<file path="config.mk">
export PLATFORM = sky130hd
export DESIGN_NAME = singleAccessMemCtrl
export DESIGN_NICKNAME = d
export VERILOG_FILES = /design/src/logic/memCtrlPkg.sv /design/src/logic/singleAccessMemCtrl.sv /design/src/logic/axiIssuer.sv /design/src/logic/transferTable.sv /design/src/logic/requestArbiter.sv
export VERILOG_INCLUDE_DIRS = /design/src /design/src/logic
export SDC_FILE = /design/constraint.sdc
export NUM_CORES = 1
export LEC_CHECK = 0
export BUFFER_PORTS_ARGS = -buffer_cell sky130_fd_sc_hd__buf_4
export CAP_MARGIN = 20
export CORE_ASPECT_RATIO = 0.5
export CORE_MARGIN = 3
export CORE_UTILIZATION = 35
export DETAILED_ROUTE_END_ITERATION = 16
export SLEW_MARGIN = 20
export SYNTH_ARGS = -nofsm -noshare
export SYNTH_HDL_FRONTEND = slang
export SYNTH_SLANG_ARGS = --single-unit
export TNS_END_PERCENT = 5
</file>
<file path="constraint.sdc">
create_clock -name clk -period 10.85 [get_ports clk]
set_input_delay 0.5425 -clock clk [delete_from_list [all_inputs] [get_ports clk]]
set_output_delay 0.5425 -clock clk [all_outputs]
set_load 0.03 [all_outputs]
</file>
<file path="src/logic/memCtrl_defines.svh">
`ifndef MEMCTRL_DEFINES_SVH
`define MEMCTRL_DEFINES_SVH

// AXI port geometry
`define MEMCTRL_ADDR_WIDTH 32
`define MEMCTRL_DATA_WIDTH 32
`define MEMCTRL_ID_WIDTH 2

// One AXI ID per transfer slot
`define MEMCTRL_NUM_SLOTS 4

// Client side
`define MEMCTRL_NUM_CLIENTS 3
`define MEMCTRL_TAG_WIDTH 8

// Single-beat accesses only
`define MEMCTRL_BURST_FIXED 2'b00

`endif
</file>
<file path="src/logic/memCtrlPkg.sv">
`default_nettype none

`include "memCtrl_defines.svh"

package memCtrlPkg;

    typedef enum logic [2:0] {
        cmdNone,
        cmdLoadByte,
        cmdLoadHalf,
        cmdLoadWord,
        cmdStoreByte,
        cmdStoreHalf,
        cmdStoreWord
    } MemCmd;

    // Store value sits in the low bits of data
    typedef struct packed {
        MemCmd cmd;
        logic [`MEMCTRL_ADDR_WIDTH-1:0] addr;
        logic [`MEMCTRL_DATA_WIDTH-1:0] data;
        logic [`MEMCTRL_TAG_WIDTH-1:0] tag;
    } ClientReq;

    // Decoded transfer, data already placed in its byte lanes
    typedef struct packed {
        logic isRead;
        logic [`MEMCTRL_ADDR_WIDTH-1:0] addr;
        logic [2:0] size;
        logic [`MEMCTRL_DATA_WIDTH/8-1:0] strobe;
        logic [`MEMCTRL_DATA_WIDTH-1:0] data;
        logic [`MEMCTRL_TAG_WIDTH-1:0] tag;
    } SlotEntry;

    typedef struct packed {
        logic valid;
        logic [`MEMCTRL_ID_WIDTH-1:0] id;
        logic isRead;
        logic [`MEMCTRL_ADDR_WIDTH-1:0] addr;
        logic [2:0] size;
        logic [`MEMCTRL_DATA_WIDTH/8-1:0] strobe;
        logic [`MEMCTRL_DATA_WIDTH-1:0] data;
    } IssueReq;

    typedef struct packed {
        logic valid;
        logic [`MEMCTRL_TAG_WIDTH-1:0] tag;
        logic [`MEMCTRL_DATA_WIDTH-1:0] data;
    } LoadRes;

    typedef struct packed {
        logic valid;
        logic [`MEMCTRL_TAG_WIDTH-1:0] tag;
    } StoreRes;

endpackage

`default_nettype wire

</file>
<file path="src/logic/singleAccessMemCtrl.sv">
`default_nettype none
`timescale 1ns/10ps

`include "memCtrl_defines.svh"

module singleAccessMemCtrl
    import memCtrlPkg::*;
(
    input wire clk,
    input wire rst,

    input ClientReq reqs [`MEMCTRL_NUM_CLIENTS],
    output logic [`MEMCTRL_NUM_CLIENTS-1:0] stall,
    output LoadRes loadRes,
    output StoreRes storeRes,

    output logic [`MEMCTRL_ID_WIDTH-1:0] arid,
    output logic [`MEMCTRL_ADDR_WIDTH-1:0] araddr,
    output logic [7:0] arlen,
    output logic [2:0] arsize,
    output logic [1:0] arburst,
    output logic [0:0] arlock,
    output logic [3:0] arcache,
    output logic arvalid,
    input logic arready,

    output logic rready,
    input logic [`MEMCTRL_ID_WIDTH-1:0] rid,
    input logic [`MEMCTRL_DATA_WIDTH-1:0] rdata,
    input logic rvalid,

    output logic [`MEMCTRL_ID_WIDTH-1:0] awid,
    output logic [`MEMCTRL_ADDR_WIDTH-1:0] awaddr,
    output logic [7:0] awlen,
    output logic [2:0] awsize,
    output logic [1:0] awburst,
    output logic [0:0] awlock,
    output logic [3:0] awcache,
    output logic awvalid,
    input logic awready,

    output logic [`MEMCTRL_DATA_WIDTH-1:0] wdata,
    output logic [`MEMCTRL_DATA_WIDTH/8-1:0] wstrb,
    output logic wlast,
    output logic wvalid,
    input logic wready,

    output logic bready,
    input logic [`MEMCTRL_ID_WIDTH-1:0] bid,
    input logic bvalid
);

    logic slotFree;
    logic alloc;
    SlotEntry newEntry;
    IssueReq candidate;
    logic take;

    // Single-beat, non-exclusive, device-style accesses
    assign arlen = 8'd0;
    assign awlen = 8'd0;
    assign arburst = `MEMCTRL_BURST_FIXED;
    assign awburst = `MEMCTRL_BURST_FIXED;
    assign arlock = 1'b0;
    assign awlock = 1'b0;
    assign arcache = 4'd0;
    assign awcache = 4'd0;
    assign wlast = 1'b1;

    // Results are pulses, responses can never wait
    assign rready = 1'b1;
    assign bready = 1'b1;

    requestArbiter requestArbiter_i (
        .reqs(reqs),
        .slotFree(slotFree),
        .stall(stall),
        .alloc(alloc),
        .newEntry(newEntry)
    );

    transferTable transferTable_i (
        .clk(clk),
        .rst(rst),
        .alloc(alloc),
        .newEntry(newEntry),
        .slotFree(slotFree),
        .candidate(candidate),
        .take(take),
        .rvalid(rvalid),
        .rid(rid),
        .rdata(rdata),
        .bvalid(bvalid),
        .bid(bid),
        .loadRes(loadRes),
        .storeRes(storeRes)
    );

    axiIssuer axiIssuer_i (
        .clk(clk),
        .rst(rst),
        .candidate(candidate),
        .take(take),
        .arid(arid),
        .araddr(araddr),
        .arsize(arsize),
        .arvalid(arvalid),
        .arready(arready),
        .awid(awid),
        .awaddr(awaddr),
        .awsize(awsize),
        .awvalid(awvalid),
        .awready(awready),
        .wdata(wdata),
        .wstrb(wstrb),
        .wvalid(wvalid),
        .wready(wready)
    );

endmodule

`default_nettype wire

</file>
<file path="src/logic/axiIssuer.sv">
`default_nettype none
`timescale 1ns/10ps

`include "memCtrl_defines.svh"

module axiIssuer
    import memCtrlPkg::*;
(
    input wire clk,
    input wire rst,

    input IssueReq candidate,
    output logic take,

    output logic [`MEMCTRL_ID_WIDTH-1:0] arid,
    output logic [`MEMCTRL_ADDR_WIDTH-1:0] araddr,
    output logic [2:0] arsize,
    output logic arvalid,
    input logic arready,

    output logic [`MEMCTRL_ID_WIDTH-1:0] awid,
    output logic [`MEMCTRL_ADDR_WIDTH-1:0] awaddr,
    output logic [2:0] awsize,
    output logic awvalid,
    input logic awready,

    output logic [`MEMCTRL_DATA_WIDTH-1:0] wdata,
    output logic [`MEMCTRL_DATA_WIDTH/8-1:0] wstrb,
    output logic wvalid,
    input logic wready
);

    logic readEmpty;
    logic writeEmpty;
    logic takeRead;
    logic takeWrite;

    // Write side is busy until both AW and W have gone out
    assign readEmpty = !arvalid;
    assign writeEmpty = !awvalid && !wvalid;

    assign takeRead = candidate.valid && candidate.isRead && readEmpty;
    assign takeWrite = candidate.valid && !candidate.isRead && writeEmpty;
    assign take = takeRead || takeWrite;

    always_ff @(posedge clk or posedge rst) begin
        if (rst) begin
            arvalid <= 1'b0;
            awvalid <= 1'b0;
            wvalid <= 1'b0;
        end else begin
            if (takeRead) begin
                arvalid <= 1'b1;
            end else if (arready) begin
                arvalid <= 1'b0;
            end

            if (takeWrite) begin
                awvalid <= 1'b1;
                wvalid <= 1'b1;
            end else begin
                // Each channel drops on its own handshake
                if (awready) begin
                    awvalid <= 1'b0;
                end
                if (wready) begin
                    wvalid <= 1'b0;
                end
            end
        end
    end

    // Fields only load when the register is empty, so they hold under back-pressure
    always_ff @(posedge clk) begin
        if (takeRead) begin
            arid <= candidate.id;
            araddr <= candidate.addr;
            arsize <= candidate.size;
        end
        if (takeWrite) begin
            awid <= candidate.id;
            awaddr <= candidate.addr;
            awsize <= candidate.size;
            wdata <= candidate.data;
            wstrb <= candidate.strobe;
        end
    end

    arHeld: assert property (@(posedge clk) disable iff (rst)
        arvalid && !arready |=> arvalid && $stable(araddr))
        else $error("AR request changed while stalled");

endmodule

`default_nettype wire

</file>
<file path="src/logic/transferTable.sv">
`default_nettype none
`timescale 1ns/10ps

`include "memCtrl_defines.svh"

module transferTable
    import memCtrlPkg::*;
(
    input wire clk,
    input wire rst,

    input logic alloc,
    input SlotEntry newEntry,
    output logic slotFree,

    output IssueReq candidate,
    input logic take,

    input logic rvalid,
    input logic [`MEMCTRL_ID_WIDTH-1:0] rid,
    input logic [`MEMCTRL_DATA_WIDTH-1:0] rdata,
    input logic bvalid,
    input logic [`MEMCTRL_ID_WIDTH-1:0] bid,

    output LoadRes loadRes,
    output StoreRes storeRes
);

    logic [`MEMCTRL_NUM_SLOTS-1:0] slotValid;
    logic [`MEMCTRL_NUM_SLOTS-1:0] needIssue;
    SlotEntry slots [`MEMCTRL_NUM_SLOTS];

    logic [`MEMCTRL_ID_WIDTH-1:0] freeIdx;

    // Lowest free slot
    always_comb begin
        freeIdx = '0;
        slotFree = 1'b0;
        for (int i = 0; i < `MEMCTRL_NUM_SLOTS; i++) begin
            if (!slotFree && !slotValid[i]) begin
                slotFree = 1'b1;
                freeIdx = i[`MEMCTRL_ID_WIDTH-1:0];
            end
        end
    end

    // Oldest-by-index pending slot, holds back the ones above it
    always_comb begin
        candidate = '0;
        for (int i = 0; i < `MEMCTRL_NUM_SLOTS; i++) begin
            if (!candidate.valid && slotValid[i] && needIssue[i]) begin
                candidate.valid = 1'b1;
                candidate.id = i[`MEMCTRL_ID_WIDTH-1:0];
                candidate.isRead = slots[i].isRead;
                candidate.addr = slots[i].addr;
                candidate.size = slots[i].size;
                candidate.strobe = slots[i].strobe;
                candidate.data = slots[i].data;
            end
        end
    end

    always_ff @(posedge clk) begin
        if (alloc) begin
            slots[freeIdx] <= newEntry;
        end
    end

    always_ff @(posedge clk or posedge rst) begin
        if (rst) begin
            slotValid <= '0;
            needIssue <= '0;
        end else begin
            if (alloc) begin
                slotValid[freeIdx] <= 1'b1;
                needIssue[freeIdx] <= 1'b1;
            end
            if (take) begin
                needIssue[candidate.id] <= 1'b0;
            end
            // R and B are always accepted, the ID is the slot number
            if (rvalid) begin
                slotValid[rid] <= 1'b0;
            end
            if (bvalid) begin
                slotValid[bid] <= 1'b0;
            end
        end
    end

    // One-cycle result pulses back to the clients
    always_ff @(posedge clk or posedge rst) begin
        if (rst) begin
            loadRes.valid <= 1'b0;
            storeRes.valid <= 1'b0;
        end else begin
            loadRes.valid <= rvalid;
            storeRes.valid <= bvalid;
            if (rvalid) begin
                loadRes.tag <= slots[rid].tag;
                loadRes.data <= rdata;
            end
            if (bvalid) begin
                storeRes.tag <= slots[bid].tag;
            end
        end
    end

    allocHasRoom: assert property (@(posedge clk) disable iff (rst)
        alloc |-> slotFree)
        else $error("Allocation into a full table");

    readIdLive: assert property (@(posedge clk) disable iff (rst)
        rvalid |-> slotValid[rid])
        else $error("Read response for idle slot %0d", rid);

    writeIdLive: assert property (@(posedge clk) disable iff (rst)
        bvalid |-> slotValid[bid])
        else $error("Write response for idle slot %0d", bid);

endmodule

`default_nettype wire

</file>
<file path="src/logic/requestArbiter.sv">
`default_nettype none
`timescale 1ns/10ps

`include "memCtrl_defines.svh"

module requestArbiter
    import memCtrlPkg::*;
(
    input ClientReq reqs [`MEMCTRL_NUM_CLIENTS],
    input logic slotFree,
    output logic [`MEMCTRL_NUM_CLIENTS-1:0] stall,
    output logic alloc,
    output SlotEntry newEntry
);

    ClientReq sel;
    logic [`MEMCTRL_DATA_WIDTH/8-1:0] baseStrobe;

    // Lowest-numbered requester wins, nobody gets in while the table is full
    always_comb begin
        stall = '1;
        alloc = 1'b0;
        sel = reqs[0];
        for (int i = 0; i < `MEMCTRL_NUM_CLIENTS; i++) begin
            if (!alloc && slotFree && reqs[i].cmd != cmdNone) begin
                alloc = 1'b1;
                sel = reqs[i];
                stall[i] = 1'b0;
            end
        end
    end

    always_comb begin
        case (sel.cmd)
            cmdLoadByte, cmdStoreByte: begin
                newEntry.size = 3'd0;
                baseStrobe = 4'b0001;
            end
            cmdLoadHalf, cmdStoreHalf: begin
                newEntry.size = 3'd1;
                baseStrobe = 4'b0011;
            end
            default: begin
                newEntry.size = 3'd2;
                baseStrobe = 4'b1111;
            end
        endcase
        newEntry.isRead = sel.cmd inside {cmdLoadByte, cmdLoadHalf, cmdLoadWord};
        newEntry.addr = sel.addr;
        newEntry.tag = sel.tag;
        // Move store bytes into the lanes picked by the low address bits
        newEntry.strobe = baseStrobe << sel.addr[1:0];
        newEntry.data = sel.data << {sel.addr[1:0], 3'b000};

        if (alloc) begin
            assert ((newEntry.size != 3'd1 || !sel.addr[0])
                    && (newEntry.size != 3'd2 || sel.addr[1:0] == 2'b00))
                else $error("Misaligned access accepted at %h", sel.addr);
        end
    end

endmodule

`default_nettype wire

</file>
==> flow_summary_export.csv, run 1 <==
group,metric,value,unit
run_status,status,"finished, final reports clean",
yosys,yosysUniqueCellTypes,53,
timing,worstMarginPinSlew,1070,ps
clock_network,cts_tree,"yes",
detailed_routing,first_iter_violations,1199,
detailed_routing,antenna_left,0,
yosys,synth_xor_area_share,0.0916,%
run,drv_cap,0,
yosys,synth.top_cell.area_share,74.1,%
detailed_routing,remaining_drc_errors,0,
yosys,synth_compound_area_share,8.86,%
floorplanning,start_util,36.1,%
floorplanning,io_pins,467,
yosys,yosys.area.top_type,"edfxtp_1",
final_layout,drive_gt1_share,32.1,%
power,p_leak,9.29,nW
clock_network,h-tree-depth,2,
timing,fmax,239,MHz
critical_path,rrSetupSlack,6820,ps
power,seq_power_share,45.0,%
critical_path,cp_common_cell,"buf_4",
power,switchingPower,2.06,mW
final_layout,most-common-layout-cells,"edfxtp_1, buf_4, nand2_1, nor2_1, a31oi_1",
timing,hold_violations,0,
detailed_routing,wl_per_cell,21.4,um
timing,tns,0,ps
timing,setup_viol,0,
clock_network,cts_buffers,46,
critical_path,worst-setup-path-type,"reg -> out",
floorplanning,fp.dieArea,57700,sq um
clock_network,hold_buffers,0,
global_route,grt_pass1_wl,75.5,mm
yosys,avgSynthCellArea,14.9,sq um
power,comb_power_share,29.6,%
yosys,ys_seq_area_share,75.8,%
clock_network,clock-root-buffer,"clkbuf_16",
yosys,syn_inst,1287,
yosys,yosys_warnings,0,
yosys,synth_top_family_by_area,"compound AO/OA/AOI/OAI gates",
global_route,overflow,0,
timing,fin_crit,4190,ps
yosys,ys_ff_latch,485,
critical_path,crit_fanout,39,
yosys,async_reset_ff_share,2.68,%
power,p_per_area,248,nW/um^2
final_layout,layout_commonest_cell,"edfxtp_1",
critical_path,start_kind,"flip-flop",
global_route,grt_use_total,17.4,%
power,internal-power,4.02,mW
placement,gp_congestion,0.761,
placement,dpl.hpwl,34.4,mm
floorplanning,die_h,171,um
yosys,synth_fa_ha_area_share,0,%
global_route,antenna_found_initial,0,
timing,hold_ws,79.8,ps
yosys,synthFlopType,"edfxtp_1",
yosys,syn-cell-area,19100,sq um
timing,rsz0062_at_grt,"no",
clock_network,cts_buffer_depth,3,
final_layout,fillers,4691,
floorplanning,die_width,337,um
detailed_routing,vias,12300,
global_route,grt_max_degree,96,
timing,fin_crit_sh,38.6,%
clock_network,worstSkewPairLatency,550,ps
critical_path,worstPathArrival,3650,ps
detailed_routing,routed_via_density,5.04,
clock_network,postCtsSetupRepairBufs,0,
final_layout,insertedDiodeCount,0,
yosys,synth.area.mux_share,3.38,%
floorplanning,placementRows,59,
timing,skew,15.7,ps
critical_path,cp_num_buf_inv,5,
final_layout,syn2layout_area_growth,27.9,%
critical_path,crit_chain,"and4_1 -> nor3_4 -> buf_4 -> buf_4 -> inv_2 -> buf_4 -> buf_4",
placement,placed_cells,2359,
clock_network,cts_resized,0,
critical_path,path_delay_family,"buffers and inverters",
yosys,yosys.area_share.simple,8.37,%
power,p_sw_share,33.8,%
power,peakVddDrop,0.138,mV
timing,drv_slew,0,
yosys,synth.area.top_cells,"edfxtp_1, nand2_1, a222oi_1",
final_layout,fin_util,46.2,%
final_layout,nNetsFinal,1974,
placement,port-buffer-count,431,
critical_path,critPathSlowestCell,"inv_2",
timing,slew_headroom,28.4,%
power,p_clk_share,25.3,%
power,power.total,6.08,mW
critical_path,end_kind,"primary output",
clock_network,cts.sinks,485,
critical_path,cp.required,10310,ps
detailed_routing,drt-total-wl,52.4,mm
yosys,synth-edff-count,472,
clock_network,clk_pin_slew,70,ps
floorplanning,core,53000,sq um
critical_path,slowest_delay,580,ps
global_route,grt_pass1_vias,12000,
worst_hold_path,hp-class,"in -> async",
detailed_routing,first_pass_iters,8,
final_layout,layout.cells.non_filler,2444,
[power groups by stage]
stage	Sequential (mW)	Clock [mW]	Combinational [mW]
final	2.74	1.54	1.80
after CTS	2.74	1.58	1.84
after floorplan	3.23	0	0.611
after global placement	2.77	0	1.83
after global routing	2.77	1.66	1.92
after detailed placement	2.78	0	1.84
[registers in the layout (all words and copies together), names as in the netlist, 4 cells and up]
signal and count:
axiIssuer_i.araddr 32, axiIssuer_i.wstrb 4, transferTable_i.storeRes 9, transferTable_i.slots 316, axiIssuer_i.wdata 32, axiIssuer_i.awaddr 32, transferTable_i.slotValid 4, transferTable_i.loadRes 41
transferTable_i.needIssue 4
[per-stage QoR]
step | cell area [sq um] | setup WS, ps
after floorplan | 19300 | 887
after global placement | 23000 | 6450
after detailed placement | 23000 | 6370
after CTS | 24500 | 6600
after global routing | 24500 | 6400
final | 24500 | 6660
[cells by family after synthesis]
family                    count (synthesis)
AOI/OAI and AO/OA                       232
other                                     2
DFF                                     485
muxes                                    42
and+or+nand+nor                         390
xor gates and xnor gates                  2
buffers and inverters                   134
[synthesized netlist by cell type, types with 2 or more instances]
library cell,n
nand4_1,2
xnor2_1,2
dfrtp_1,13
inv_2,2
o22ai_1,10
nand3_1,6
clkbuf_1,54
inv_1,17
mux2i_1,24
or3_1,2
nor2_2,2
nor3_2,2
nand2_1,219
a221o_1,2
a31oi_1,73
o31a_1,2
buf_1,9
and4_1,2
nor3b_1,2
buf_4,38
mux4_2,16
o22a_1,3
mux2i_4,2
nor2_1,125
conb_1,2
nor3_1,8
edfxtp_1,472
buf_2,13
and3_1,3
a211oi_1,2
nor2b_1,9
a222oi_1,71
a21oi_1,55
o21ai_0,4
[final cells by class]
| type | instances | area (sq um) | area share (%) |
|---|---|---|---|
| Clock buffer | 56 | 1210 | 4.95 |
| Clock inverter | 29 | 223 | 0.910 |
| Inverter | 20 | 78.8 | 0.322 |
| Multi-Input combinational cell | 701 | 4170 | 17.0 |
| Sequential cell | 485 | 14500 | 59.3 |
| Tap cell | 701 | 877 | 3.59 |
| Timing Repair Buffer | 452 | 3410 | 13.9 |
[worst reg2reg max path: stages (launching register included)]
cell and delay, ps:
dfrtp_1 540, and4_1 430, nor3_4 50, buf_4 310, buf_4 350, inv_2 610
buf_4 530, nand2_1 130, a31oi_1 360, mux2i_1 170, o22ai_1 350
[per-layer routing]
layer	global-route usage (%)	part of all wire (%)	wire, um
met3	2.41	4.3	2280
met2	32.0	54	28400
met4	4.83	2.4	1240
met5	0	0	0
met1	21.5	39	20400
[worst paths after layout]
path,depth (start not counted),from,end
hold / removal,2,rst,axiIssuer_i.wvalid
max in group asynchronous,2,rst,transferTable_i.needIssue[0]
setup reg to reg,10,transferTable_i.slotValid[0],transferTable_i.slots[2][26]
min in group clk,2,arready,axiIssuer_i.arvalid
hold reg to reg,2,transferTable_i.slots[3][9],axiIssuer_i.wdata[1]
setup / recovery,7,transferTable_i.slotValid[0],stall[1]
No activity file was read; power rests on OpenSTA's default activity.
==> inputs of run 2 (changes only) <==
Settings changed: ABC_AREA from default to 1.
Clock period 10.85 ns to 4.2 ns, I/O delays scaled along.
==> flow_summary_export.csv, run 2 <==
group,metric,value,unit
global_route,use_met2,33.8,%
clock_network,clock-root-buffer,"clkbuf_16",
yosys,synth_commonest_cells,"edfxtp_1, nand2_1, o21ai_0",
critical_path,start_kind,"flip-flop",
floorplanning,fp.dieArea,59400,sq um
detailed_routing,routed_via_density,4.81,
floorplanning,placementRows,60,
placement,dp_slack,827,ps
timing,setup_viol,0,
power,seq_power_share,45.3,%
yosys,synth-edff-count,472,
floorplanning,core,54700,sq um
final_layout,layout_commonest_cell,"edfxtp_1",
yosys,ys_seq_area_share,73.5,%
final_layout,multiInputGateArea,4460,sq um
yosys,ys_ff_latch,485,
yosys,async_reset_ff_share,2.68,%
final_layout,drive_gt1_share,28.2,%
floorplanning,io_pins,467,
yosys,synthFlopType,"edfxtp_1",
floorplanning,die_h,174,um
global_route,grt_use_total,17.8,%
yosys,synth.top_cell.area_share,71.9,%
timing,hold_violations,0,
critical_path,crit_chain,"nand4_2 -> nand4_4 -> clkinv_2 -> buf_4 -> nand2_1 -> nand2_2 -> nand2_1 -> o21ai_0",
detailed_routing,first_pass_iters,5,
timing,rsz0062_at_grt,"no",
critical_path,path_delay_family,"simple AND/OR/NAND/NOR gates",
power,p_leak,10.0,nW
global_route,grt_busiest_layer,"met2",
clock_network,cts.sinks,485,
power,switchingPower,6.09,mW
clock_network,worstSkewPairLatency,570,ps
detailed_routing,drt-total-wl,55.0,mm
clock_network,cts_buffer_depth,3,
yosys,yosysUniqueCellTypes,37,
detailed_routing,wl_per_cell,19.8,um
detailed_routing,antenna_left,0,
floorplanning,die_width,342,um
global_route,grt_pass1_vias,13400,
clock_network,clk_pin_slew,70,ps
power,peakVddDrop,0.363,mV
yosys,yosys_warnings,0,
detailed_routing,first_iter_violations,1031,
yosys,yosysMostFrequentCell,"edfxtp_1",
power,p_sw_share,35.2,%
final_layout,ff_latch_area,14500,sq um
global_route,met1_usage,21.1,%
floorplanning,start_util,36.0,%
power,comb_power_share,31.4,%
final_layout,nNetsFinal,2267,
timing,fin_crit,3420,ps
final_layout,top_regs,"transferTable_i.slots (316), transferTable_i.loadRes (41)",
clock_network,h-tree-depth,2,
timing,fmax,293,MHz
power,p_clk_share,23.3,%
power,power.total,17.3,mW
run_status,status,"finished, final reports clean",
timing,worstMarginPinSlew,982,ps
power,internal-power,11.2,mW
clock_network,cts_resized,0,
critical_path,worst-setup-path-type,"reg -> reg",
critical_path,cp_common_cell,"nand2_1",
timing,fin_crit_sh,81.4,%
placement,dpl.hpwl,36.6,mm
critical_path,slowest_delay,550,ps
run,drv_cap,0,
timing,slew_headroom,34.5,%
timing,drv_slew,0,
critical_path,worstPathArrival,3690,ps
yosys,syn_inst,1539,
clock_network,cts_buffers,46,
critical_path,critPathSlowestCell,"o21ai_0",
final_layout,insertedDiodeCount,0,
clock_network,cts_tree,"yes",
critical_path,cp_num_buf_inv,2,
placement,port-buffer-count,431,
placement,gp_congestion,0.819,
global_route,grt_pass1_wl,81.3,mm
yosys,syn-cell-area,19700,sq um
global_route,use_met3,2.14,%
timing,skew,21.3,ps
final_layout,fin_util,46.6,%
power,p_per_area,678,nW/um^2
critical_path,end_kind,"flip-flop",
timing,worst_slack,783,ps
critical_path,crit_fanout,51,
final_layout,most-common-layout-cells,"edfxtp_1, buf_4, nand2_1, o21ai_0, nand3_1",
global_route,antenna_found_initial,1,
timing,tns,0,ps
detailed_routing,vias,13400,
detailed_routing,remaining_drc_errors,0,
worst_hold_path,hp-class,"in -> reg",
final_layout,fillers,4907,
yosys,synth.area.top_cells,"edfxtp_1, nand2_1, o21ai_0",
final_layout,largest_reg_flops,316,
clock_network,postCtsSetupRepairBufs,0,
critical_path,cp.required,4470,ps
global_route,overflow,0,
global_route,grt_max_degree,73,
final_layout,syn2layout_area_growth,29.4,%
final_layout,largest-register,"transferTable_i.slots",
yosys,yosys.area.top_type,"edfxtp_1",
yosys,avgSynthCellArea,12.8,sq um
-- run 2: cell type report --
cell class	count	area share (%)
Clock buffer	67	5.14
Clock inverter	18	0.564
Inverter	72	1.11
Multi-Input combinational cell	905	17.5
Sequential cell	485	56.9
Tap cell	744	3.65
Timing Repair Buffer	489	15.2
-- run 2: final timing paths --
kind,start,endpoint,slack (ps),cells past startpoint
worst max-delay path,transferTable_i.slotValid[1],transferTable_i.slots[0][27],780,8
worst min-delay path,reqs[71],transferTable_i.slots[1][77],80,3
worst max register to register,transferTable_i.slotValid[1],transferTable_i.slots[0][27],780,8
worst min register to register,transferTable_i.slots[3][41],axiIssuer_i.wstrb[1],530,2
max in group asynchronous,rst,transferTable_i.needIssue[0],3420,3
min in group asynchronous,rst,axiIssuer_i.awvalid,320,3
-- run 2: per-stage QoR --
stage                     hold WS [ps]  instances  instance area, sq um
final                             77.3       2780                 25500
after global routing              68.1       2780                 25500
after CTS                         54.0       2779                 25500
after detailed placement           348       2656                 23600
after global placement             343       2656                 23600
after floorplan                   87.0       1572                 19900
-- run 2: worst reg2reg max path, stage by stage, from the launching register on --
cell	delay, ps
dfrtp_1	470
nand4_2	350
nand4_4	330
clkinv_2	190
buf_4	420
nand2_1	130
nand2_2	360
nand2_1	340
o21ai_0	560
-- run 2: logic make-up (layout without fill, tap and decap cells) --
kind of cell / count (synthesis) / count (layout) / synth area share [%]
AND/OR/NAND/NOR: 662 / 662 / 15.0
other: 2 / 35 / 0.0381
flip-flops: 485 / 485 / 73.5
multiplexers: 38 / 38 / 1.93
buffers and inverters: 182 / 646 / 4.65
AO/OA/AOI/OAI: 170 / 170 / 4.81
-- run 2: what timing repair did --
action / in CTS / in global routing
hold buffers: 38 / 0
hold endpoints to repair: 54 / 0
setup endpoints to repair: 0 / 0
-- run 2: metal layers --
metal	wire (um)	vias up	part of all wire, %
li1	-	6385	-
met1	21200	6567	39
met2	30400	338	55
met3	2090	90	3.8
met4	1390	0	2.5
met5	0	-	0
-- run 2: power groups by stage --
stage	logic, mW	clock network (mW)	registers [mW]
after floorplan	1.90	0	9.16
after global placement	5.50	0	7.93
after detailed placement	5.53	0	7.95
after CTS	5.57	4.11	7.85
after global routing	5.82	4.31	7.98
final	5.43	4.02	7.84
